## config.mk

```make
export PLATFORM = sky130hd
export DESIGN_NAME = mem_stage
export DESIGN_NICKNAME = d
export VERILOG_FILES = /design/src/mem_xlate_pkg.sv /design/src/mem_uop_pkg.sv /design/src/tlb.sv /design/src/mem_fault_check.sv /design/src/opswap.sv /design/src/mem_stage.sv
export SDC_FILE = /design/constraint.sdc
export NUM_CORES = 2
export LEC_CHECK = 0
export ABC_AREA = 1
export BUFFER_PORTS_ARGS = -buffer_cell sky130_fd_sc_hd__buf_2
export CORE_AREA = 3 3 557 559
export DETAILED_ROUTE_END_ITERATION = 6
export DIE_AREA = 0 0 560 562
export PLACE_DENSITY_LB_ADDON = 0.25
export SLEW_MARGIN = 15
export SYNTH_ARGS = -nofsm -noshare
export SYNTH_HDL_FRONTEND = slang
export SYNTH_SLANG_ARGS = --single-unit
```

## constraint.sdc

```tcl
create_clock -name clk -period 40.6 [get_ports clk]
set_input_delay 8.12 -clock clk [delete_from_list [all_inputs] [get_ports clk]]
set_output_delay 8.12 -clock clk [all_outputs]
set_load 0.05 [all_outputs]
```

## src/mem_xlate_pkg.sv

```systemverilog
`default_nettype none

package mem_xlate_pkg;

    // TLB geometry
    localparam int tlb_entries = 8;
    localparam int page_offset_bits = 12;

    // memory operand ports per micro-op
    localparam int mem_ports = 2;

    // exception type bit positions
    localparam int ie_prot_bit = 0;
    localparam int ie_page_bit = 1;

    typedef logic [$clog2(tlb_entries)-1:0] tlb_idx_t;
    typedef logic [19:0] page_t;

    // one stored translation
    typedef struct packed {
        logic  valid;
        page_t vp;
        page_t pf;
        logic  present;
        // 1 means writable
        logic  rw;
        logic  pcd;
    } tlb_entry_t;

    // single-entry write request, applied at the next edge
    typedef struct packed {
        logic       en;
        tlb_idx_t   idx;
        tlb_entry_t entry;
    } tlb_fill_t;

    // rw bit 0 is read, bit 1 is write, zero means the operand is unused
    typedef struct packed {
        logic [1:0]  rw;
        logic [31:0] addr;
        logic [31:0] addr_end;
        logic [31:0] seg_limit;
    } mem_req_t;

    typedef struct packed {
        logic        hit;
        logic [31:0] paddr;
        logic        present;
        logic        rw;
    } tlb_result_t;

    // bit 0 protection, bit 1 page fault, bits 3..2 from decode
    typedef logic [3:0] ie_type_t;

endpackage

`default_nettype wire

```

## src/mem_uop_pkg.sv

```systemverilog
`default_nettype none

package mem_uop_pkg;

    import mem_xlate_pkg::*;

    // operands and destinations per micro-op
    localparam int op_count = 4;

    // one-hot source positions
    localparam int src_count = 13;
    localparam int src_reg1 = 0;
    localparam int src_seg1 = 4;
    localparam int src_mem1 = 8;
    localparam int src_mem2 = 9;
    localparam int src_eip = 10;
    localparam int src_imm_lo = 11;
    localparam int src_imm_hi = 12;

    // destinations reuse this coding, only reg, seg and mem are legal there
    typedef logic [src_count-1:0] src_sel_t;

    typedef struct packed {
        // register number, segment number or physical address
        logic [31:0] addr;
        logic        is_reg;
        logic        is_seg;
        logic        is_mem;
    } dest_t;

    typedef struct packed {
        logic                           valid;
        logic [1:0]                     opsize;
        logic [31:0]                    eip;
        logic [47:0]                    imm;
        src_sel_t [op_count-1:0]        op_sel;
        src_sel_t [op_count-1:0]        dest_sel;
        logic [op_count-1:0][2:0]       reg_num;
        logic [op_count-1:0][2:0]       seg_num;
        logic [op_count-1:0]            res_ld;
        mem_req_t [mem_ports-1:0]       mem;
        logic                           ie;
        ie_type_t                       ie_type;
    } mem_uop_t;

    // values read from the register and segment files
    typedef struct packed {
        logic [op_count-1:0][63:0] reg_val;
        logic [op_count-1:0][15:0] seg_val;
    } reg_vals_t;

    // what the execute stage receives
    typedef struct packed {
        logic                      valid;
        logic [1:0]                opsize;
        logic [31:0]               eip;
        logic [op_count-1:0][63:0] op_val;
        dest_t [op_count-1:0]      dest;
        logic [op_count-1:0]       res_ld;
        logic                      ie;
        ie_type_t                  ie_type;
    } exec_uop_t;

endpackage

`default_nettype wire

```

## src/tlb.sv

```systemverilog
`timescale 1ns/1ps
`default_nettype none

module tlb
    import mem_xlate_pkg::*;
(
    input  logic                        clk,
    input  logic                        reset,
    input  tlb_fill_t                   fill,
    input  mem_req_t [mem_ports-1:0]    req,
    output tlb_result_t [mem_ports-1:0] result
);

    tlb_entry_t entries [tlb_entries];

    // reset invalidates every entry
    always_ff @(posedge clk) begin
        if (reset) begin
            for (int i = 0; i < tlb_entries; i++) begin
                entries[i].valid <= 1'b0;
            end
        end else if (fill.en) begin
            entries[fill.idx] <= fill.entry;
        end
    end

    // fully associative compare on each lookup port
    always_comb begin
        for (int p = 0; p < mem_ports; p++) begin
            result[p] = '0;
            // a miss passes the linear address through
            result[p].paddr = req[p].addr;

            // walk down so the lowest matching index is the last one written
            for (int i = tlb_entries - 1; i >= 0; i--) begin
                if (entries[i].valid &&
                    entries[i].vp == req[p].addr[31:page_offset_bits]) begin
                    result[p].hit = 1'b1;
                    result[p].paddr = {entries[i].pf,
                                       req[p].addr[page_offset_bits-1:0]};
                    result[p].present = entries[i].present;
                    result[p].rw = entries[i].rw;
                end
            end
        end
    end

endmodule

`default_nettype wire

```

## src/mem_fault_check.sv

```systemverilog
`timescale 1ns/1ps
`default_nettype none

module mem_fault_check
    import mem_xlate_pkg::*;
(
    input  mem_req_t [mem_ports-1:0]    req,
    input  tlb_result_t [mem_ports-1:0] xlate,
    input  logic                        ie_in,
    input  ie_type_t                    ie_type_in,
    output logic                        ie,
    output ie_type_t                    ie_type
);

    logic [mem_ports-1:0] used;
    logic [mem_ports-1:0] seg_fault;
    logic [mem_ports-1:0] wr_fault;
    logic [mem_ports-1:0] page_fault;
    logic                 prot;
    logic                 pf;

    always_comb begin
        for (int p = 0; p < mem_ports; p++) begin
            used[p] = |req[p].rw;
            // last byte at or past the limit is outside the segment
            seg_fault[p] = used[p] && (req[p].addr_end >= req[p].seg_limit);
            // write to a read-only page
            wr_fault[p] = used[p] && xlate[p].hit && !xlate[p].rw && req[p].rw[1];
            // no page walk here, so a miss is reported as a fault
            page_fault[p] = used[p] && (!xlate[p].hit || !xlate[p].present);
        end
    end

    assign prot = |seg_fault || |wr_fault;
    assign pf = |page_fault;

    always_comb begin
        ie_type = ie_type_in;
        ie_type[ie_prot_bit] = prot;
        ie_type[ie_page_bit] = pf;
    end

    assign ie = ie_in || prot || pf;

endmodule

`default_nettype wire

```

## src/opswap.sv

```systemverilog
`timescale 1ns/1ps
`default_nettype none

module opswap
    import mem_xlate_pkg::*;
    import mem_uop_pkg::*;
(
    input  src_sel_t [op_count-1:0]           op_sel,
    input  src_sel_t [op_count-1:0]           dest_sel,
    input  logic [op_count-1:0][2:0]          reg_num,
    input  logic [op_count-1:0][2:0]          seg_num,
    input  reg_vals_t                         regs,
    input  logic [mem_ports-1:0][63:0]        mem_data,
    input  logic [mem_ports-1:0][31:0]        paddr,
    input  logic [31:0]                       eip,
    input  logic [47:0]                       imm,
    output logic [op_count-1:0][63:0]         op_val,
    output dest_t [op_count-1:0]              dest
);

    logic [src_count-1:0][63:0] src_val;
    dest_t [src_count-1:0]      dest_src;

    // every value an operand can pick widened to 64 bits
    always_comb begin
        for (int i = 0; i < op_count; i++) begin
            src_val[src_reg1 + i] = regs.reg_val[i];
            src_val[src_seg1 + i] = {48'b0, regs.seg_val[i]};
        end
        src_val[src_mem1] = mem_data[0];
        src_val[src_mem2] = mem_data[1];
        src_val[src_eip] = {32'b0, eip};
        src_val[src_imm_lo] = {32'b0, imm[31:0]};
        src_val[src_imm_hi] = {48'b0, imm[47:32]};
    end

    // destination descriptor for each legal position
    always_comb begin
        dest_src = '0;
        for (int i = 0; i < op_count; i++) begin
            dest_src[src_reg1 + i].addr = {29'b0, reg_num[i]};
            dest_src[src_reg1 + i].is_reg = 1'b1;
            dest_src[src_seg1 + i].addr = {29'b0, seg_num[i]};
            dest_src[src_seg1 + i].is_seg = 1'b1;
        end
        dest_src[src_mem1].addr = paddr[0];
        dest_src[src_mem1].is_mem = 1'b1;
        dest_src[src_mem2].addr = paddr[1];
        dest_src[src_mem2].is_mem = 1'b1;
        // eip and immediate positions stay zero as destinations
    end

    // and-or mux where an empty select falls out as zero
    always_comb begin
        for (int k = 0; k < op_count; k++) begin
            op_val[k] = '0;
            for (int s = 0; s < src_count; s++) begin
                if (op_sel[k][s]) begin
                    op_val[k] = op_val[k] | src_val[s];
                end
            end
        end
    end

    always_comb begin
        for (int k = 0; k < op_count; k++) begin
            dest[k] = '0;
            for (int s = 0; s < src_count; s++) begin
                if (dest_sel[k][s]) begin
                    dest[k] = dest[k] | dest_src[s];
                end
            end
        end
    end

endmodule

`default_nettype wire

```

## src/mem_stage.sv

```systemverilog
`timescale 1ns/1ps
`default_nettype none

module mem_stage
    import mem_xlate_pkg::*;
    import mem_uop_pkg::*;
(
    input  logic        clk,
    input  logic        reset,
    input  mem_uop_t    uop_in,
    input  reg_vals_t   regs_in,
    input  logic [63:0] mem1_data,
    input  logic [63:0] mem2_data,
    input  tlb_fill_t   tlb_fill,
    input  logic        fwd_stall,
    output exec_uop_t   uop_out,
    output logic        stall,
    output logic [31:0] paddr1,
    output logic [31:0] paddr2
);

    tlb_result_t [mem_ports-1:0]  xlate;
    logic [mem_ports-1:0][31:0]   paddr;
    logic [mem_ports-1:0][63:0]   mem_data;
    logic [op_count-1:0][63:0]    op_val;
    dest_t [op_count-1:0]         dest;
    logic                         ie;
    ie_type_t                     ie_type;
    exec_uop_t                    uop_next;

    tlb u_tlb (
        .clk    (clk),
        .reset  (reset),
        .fill   (tlb_fill),
        .req    (uop_in.mem),
        .result (xlate)
    );

    mem_fault_check u_fault (
        .req        (uop_in.mem),
        .xlate      (xlate),
        .ie_in      (uop_in.ie),
        .ie_type_in (uop_in.ie_type),
        .ie         (ie),
        .ie_type    (ie_type)
    );

    // translated addresses feed both the cache and the memory destinations
    always_comb begin
        for (int p = 0; p < mem_ports; p++) begin
            paddr[p] = xlate[p].paddr;
        end
    end

    assign mem_data = {mem2_data, mem1_data};

    opswap u_opswap (
        .op_sel   (uop_in.op_sel),
        .dest_sel (uop_in.dest_sel),
        .reg_num  (uop_in.reg_num),
        .seg_num  (uop_in.seg_num),
        .regs     (regs_in),
        .mem_data (mem_data),
        .paddr    (paddr),
        .eip      (uop_in.eip),
        .imm      (uop_in.imm),
        .op_val   (op_val),
        .dest     (dest)
    );

    assign paddr1 = paddr[0];
    assign paddr2 = paddr[1];

    // next value of the stage register
    always_comb begin
        uop_next.valid = uop_in.valid;
        uop_next.opsize = uop_in.opsize;
        uop_next.eip = uop_in.eip;
        uop_next.op_val = op_val;
        uop_next.dest = dest;
        uop_next.res_ld = uop_in.res_ld;
        // an empty slot carries no exception
        uop_next.ie = uop_in.valid && ie;
        uop_next.ie_type = uop_in.valid ? ie_type : '0;
    end

    // hold upstream while execute is stalled on forwarding
    assign stall = fwd_stall && uop_in.valid;

    always_ff @(posedge clk) begin
        if (reset) begin
            uop_out.valid <= 1'b0;
            uop_out.ie <= 1'b0;
            uop_out.ie_type <= '0;
        end else if (!fwd_stall) begin
            uop_out <= uop_next;
        end
    end

endmodule

`default_nettype wire

```

# == Yosys cells after proc, flatten, opt, wreduce, memory -nomap -nowiden ==
# Memories as Yosys holds them, arrays and structs flattened.
# Cells that the tools add are included.
# Widths: inputs -> output; s select.
# word_totals
ff_bits,440
mem_bits_rw,352
input_bits,915
wordCells,294
n_memories,1
# op_classes
magnitude_cmp,2
n_eq_ne,16
muxes,117
bitwise,86
reduce_logical,46
# mem_list
name,depth,word_bits,read_ports,rd_ports_with_merged_regs,write_ports,line,rtl
u_tlb.entries,8,44,8,0,8,tlb.sv:14,tlb_entry_t entries [tlb_entries];
# op_table
op,n
$mux 64,52
$mux 35,52
$or 64x16->64,20
$or 64x64->64,20
$or 35x6->35,24
$or 64x32->64,8
$eq 20x20->1,16
$or 35x35->35,8
$ge 32x32->1,2
$mux 44,1
$reduce_or 44->1,1
$logic_and 1x1->1,28
$mux 6,4
$or 6x6->6,4
$reduce_or 2->1,5
$logic_not 1->1,6
$logic_or 1x1->1,5
$mux 1,5
$mux 4,1
$mux 3,1
$mux 2,1
$not 1->1,2
$reduce_and 2->1,1

# == Longest topological paths before layout ==
# logic_depth
word_depth,25
ltp_mapped,24

# == Cells and area by module ==
# Synthesis repeated with hierarchy kept, for this count alone.
# unflattened
hier_cells,7715
area_unflattened_um2,53800.3
# modules_own_cells
module,n_inst,cells_each,area_per_inst_um2,seq_area_each_um2
tlb,1,2563,20385.8,10329.9
opswap,1,4395,18356.4,0.0
mem_stage,1,463,13260.2,13152.6
mem_fault_check,1,294,1798.0,0.0

# == Worst setup path before layout ==
# No wires, ideal clock.
# synth_path
path_type,input-to-reg
startpoint,input port fwd_stall
endpoint,"register uop_out[100] (netlist name), enable pin"
setup_time_ps,1246
arrival_ps,26300
t_required_ps,39354
path_slack_ps,13053
cell_stages,2
cell_sequence,clkbuf_1 -> nor2_1
# synth_via
elab_chain_len,2
# synth_rtl
item,line,rtl
start: declaration,mem_stage.sv:15,"input logic fwd_stall,"
$not 1->1 (no source line),n/a,
$reduce_and 2->1 (no source line),n/a,
end signal: assignment,mem_stage.sv:96,uop_out <= uop_next;
end: declaration,mem_stage.sv:16,"output exec_uop_t uop_out,"
# No other way between the ends.
# A chain may end at the register's enable or synchronous reset.

# == Worst setup path after layout ==
# layout_path
startpoint,input port uop_in[84] (netlist name)
endpoint,output port paddr1[12]
# layout_via
elab_chain_len,10
# layout_rtl
item,line,rtl
start: declaration,mem_stage.sv:10,"input mem_uop_t uop_in,"
$eq 20x20->1,tlb.sv:37,entries[i].vp == req[p].addr[31:page_offset_bits]) begin
$logic_and 1x1->1,tlb.sv:36,if (entries[i].valid &&
$mux 35 (7 in a row),tlb.sv:36,
$mux 35 *,tlb.sv:36,
end: declaration,mem_stage.sv:18,"output logic [31:0] paddr1,"
# Mark *: on every way between the ends. The rest lies on a longest branch, timed or not.

==> impl_metrics.csv <==
group,metric,value,unit
placed_design,gp_congestion,1.03,
clocking,cts-htree-levels,3,
yosys,ys.flop_type,"sky130_fd_sc_hd__edfxtp_1",
die,core,306000,µm²
clocking,clk_latency,850,ps
yosys,synth_edf_count,778,
sta,drv_slew,0,
clocking,post_cts.resized_instances,0,
critical_path,crit_type,"primary input to output pin",
placed_design,place.port_buffers,1404,
power,power.combinational.fraction,0.226,
yosys,synth.lib_cells_used.distinct,52,
die,die_y,562,µm
finish,nFillCells,34300,
yosys,avgSynthCellArea,8.30,µm²
global_route,initial_antenna_violation_count,234,
sta,tightestPinTransition,1190,ps
yosys,synth-warning-count,0,
critical_path,endpoint_kind,"output pin",
clocking,clkTransAtPathRegs,60,ps
clocking,cts_hold_buffers,0,
sta,finalHoldWorstSlack,457,ps
yosys,synth.ff_latch_count,784,
sta,tcrit_tclk_final,0.509,
critical_path,cp-start-kind,"primary input",
clocking,tritoncts,"yes",
global_route,grt_start_max_net_pins,120,
sta,fmax,48.4,MHz
drt,via_count,55900,
sta,worst_slew_margin_rel,0.198,
clocking,cts_sinks,784,
clocking,worst_case_clock_buffer_depth,4,
run_status,failing_checks,"DRC",
sta,rsz0062_at_grt,"no",
min_path,hold_path.class,"flip-flop to flip-flop",
critical_path,worstPathMaxFanout,22,
yosys,asyncSetResetFlopFracSynth,0,
drt,avgViaCountPerCell,4.91,
finish,area_growth_syn_to_layout,31.0,%
clocking,cts_buf_count,107,
power,power.ir.vdd_worst,0.0326,mV
sta,final_hold_viol_count,0,
critical_path,cp_data_arrival_time,12550,ps
critical_path,ff2ff_path_depth,17,
power,power_per_cell_area,39.4,nW/µm²
critical_path,worstPathRequired,32480,ps
global_route,grt_pass1_wl,524000,µm
finish,post_route_cells_drive_above_1_share,0.246,
min_path,hold_depth,2,
power,power.sequential.fraction,0.388,
drt,post_drt_wl_per_cell,35.8,µm
power,switching_share,0.354,
yosys,synthesis.nets,6814,
drt,antenna_violating_nets_post_route,0,
finish,design.final.nets,8049,
power,p_int,1.61,mW
drt,drt-pass1-iter-count,7,
yosys,synth_sequential_area_ratio,0.485,
drt,drt_iter0_drc,7478,
power,pwr-share-clk,0.386,
sta,setup_viol,0,
run_status,run_status,"finished with violations",
die,io-pin-count,1420,
placed_design,post-dp-hpwl,312000,µm
die,placement_rows,203,
die,chipWidth,560,µm
sta,timing.clock.skew,88.6,ps
clocking,post_cts_buffers,0,
global_route,global_route.usage.total,0.246,
job,drv_cap,0,
global_route,grt_pass1_vias,52700,
yosys,synth_cells,5835,
drt,postRouteWirelength,408000,µm
sta,finalSetupTns,0,ps
global_route,globalRoute.totalOverflow,0,
drt,drc,15,
power,total_leakage_power,26.5,nW
sta,final.min_clock_period,20670,ps
yosys,synth.cell_area,48400,µm²
power,power_switching,0.886,mW
clocking,clockRootBuffer,"sky130_fd_sc_hd__clkbuf_16",
die,initial_core_util,0.159,
die,floorplan.die_area,315000,µm²
-- cells in the mapped netlist, drive strengths merged (3+ instances only) --
library cell  instances  area, µm²
o2111ai              14        123
nand4                44        282
o211ai               62        546
nor3                 24        120
nor3b                19        143
or2                   6       37.5
xnor2                52        455
o311ai                3       26.3
xor2                 20        175
inv                 682       2560
or4                   4       30.0
dfxtp                 6        120
nand3                80        420
ha                   64        801
nor2                259        985
edfxtp              778      23400
a21oi               657       3290
nor4                  4       25.0
o221ai               30        263
buf                 140        831
clkbuf              225        846
a2111oi               4       36.3
a221oi              211       1850
o22ai               211       1320
o21ai               953       4900
clkinv                5       18.8
nand2              1264       4750
nand3b                7       52.6
-- flip-flops by register name (all words and copies together), names as in the netlist --
register and count:
u_tlb.entries 344, uop_out 440
-- metal layers --
| layer | part of all wire | global-route usage | vias up | wire, µm |
|---|---|---|---|---|
| met1 | 0.37 | 0.283 | 27600 | 151000 |
| met4 | 0.086 | 0.175 | 90 | 35100 |
| li1 | - | - | 23300 | - |
| met2 | 0.45 | 0.397 | 3881 | 185000 |
| met3 | 0.089 | 0.0646 | 1034 | 36400 |
| met5 | 0.0016 | 0 | - | 636 |
-- cells in the final DEF, fill, tap and decap left out, types with 34 or more instances in the layout --
cell                           n
sky130_fd_sc_hd__nor2_1      243
sky130_fd_sc_hd__ha_1         64
sky130_fd_sc_hd__nand3_1      74
sky130_fd_sc_hd__buf_4        98
sky130_fd_sc_hd__nand4_1      43
sky130_fd_sc_hd__xnor2_1      52
sky130_fd_sc_hd__nand2_1    1261
sky130_fd_sc_hd__o21ai_1      34
sky130_fd_sc_hd__clkbuf_16   108
sky130_fd_sc_hd__diode_2     133
sky130_fd_sc_hd__buf_2      1392
sky130_fd_sc_hd__inv_1       651
sky130_fd_sc_hd__o22ai_1     211
sky130_fd_sc_hd__o211ai_1     46
sky130_fd_sc_hd__a21oi_1     656
sky130_fd_sc_hd__edfxtp_1    778
sky130_fd_sc_hd__o21ai_0     884
sky130_fd_sc_hd__o21ai_2      35
sky130_fd_sc_hd__a221oi_1    210
-- cell families (layout without fill, tap and decap cells) --
| group | count (synthesis) | after routing | share of synthesized area |
|---|---|---|---|
| buf+inv | 1052 | 2366 | 0.0879 |
| compound gates | 2151 | 2151 | 0.256 |
| flops | 784 | 784 | 0.485 |
| simple gates | 1712 | 1712 | 0.142 |
| xor+xnor | 72 | 72 | 0.0130 |
| other cells | 0 | 133 | 0 |
| fa+ha+maj | 64 | 64 | 0.0165 |
-- power by group through the flow --
stage | clock, mW | sequential [mW] | combinational, mW
2_1_floorplan | 0 | 1.08 | 0.180
3_3_place_gp | 0 | 0.986 | 0.556
3_5_place_dp | 0 | 0.986 | 0.555
4_1_cts | 0.997 | 0.970 | 0.557
5_1_grt | 1.02 | 0.971 | 0.583
6_report | 0.966 | 0.969 | 0.565
-- worst max-delay path, cell delays in order --
cell	delay, ps
sky130_fd_sc_hd__buf_2	300
sky130_fd_sc_hd__inv_1	670
sky130_fd_sc_hd__o22ai_1	150
sky130_fd_sc_hd__nor2_1	130
sky130_fd_sc_hd__nand2_1	60
sky130_fd_sc_hd__nor2_1	180
sky130_fd_sc_hd__nand3_2	730
sky130_fd_sc_hd__inv_1	880
sky130_fd_sc_hd__buf_4	350
sky130_fd_sc_hd__a221oi_1	80
sky130_fd_sc_hd__nand2_1	110
sky130_fd_sc_hd__nand2_1	60
sky130_fd_sc_hd__o21ai_2	190
sky130_fd_sc_hd__buf_2	440
-- metrics by stage --
stage	power, mW	setup slack, ps	util	std cells	area (µm²)
2_1_floorplan	1.26	13050	-	5835	48400
3_3_place_gp	1.54	19990	0.195	11100	59700
3_5_place_dp	1.54	20000	0.195	11100	59700
4_1_cts	2.52	19960	0.207	11200	63100
5_1_grt	2.58	19830	0.207	11300	63300
6_report	2.50	19930	0.208	11400	63500
-- worst paths after layout --
path                             startpoint                        end  slack [ps]
max reg2reg  u_tlb.entries[1][39]$_DFFE_PP_    uop_out[4]$_SDFFE_PP0N_       36410
min reg2reg       uop_out[439]$_SDFFE_PP0N_  uop_out[439]$_SDFFE_PP0N_         460
min               uop_out[439]$_SDFFE_PP0N_  uop_out[439]$_SDFFE_PP0N_         460
max                              uop_in[84]                 paddr1[12]       19930
-- cell type report --
type                    instances  area, µm²  share of cell area
diodes                        133        333             0.00524
clock buffers                 123       2760              0.0435
clock inverters                65        661              0.0104
inverters                     687       2580              0.0407
multi-input cells            3999      20800               0.328
flip-flops and latches        784      23500               0.370
well taps                    4100       5130              0.0808
repair buffers               1491       7720               0.122
Note: power is estimated with default switching activity, not from simulation.
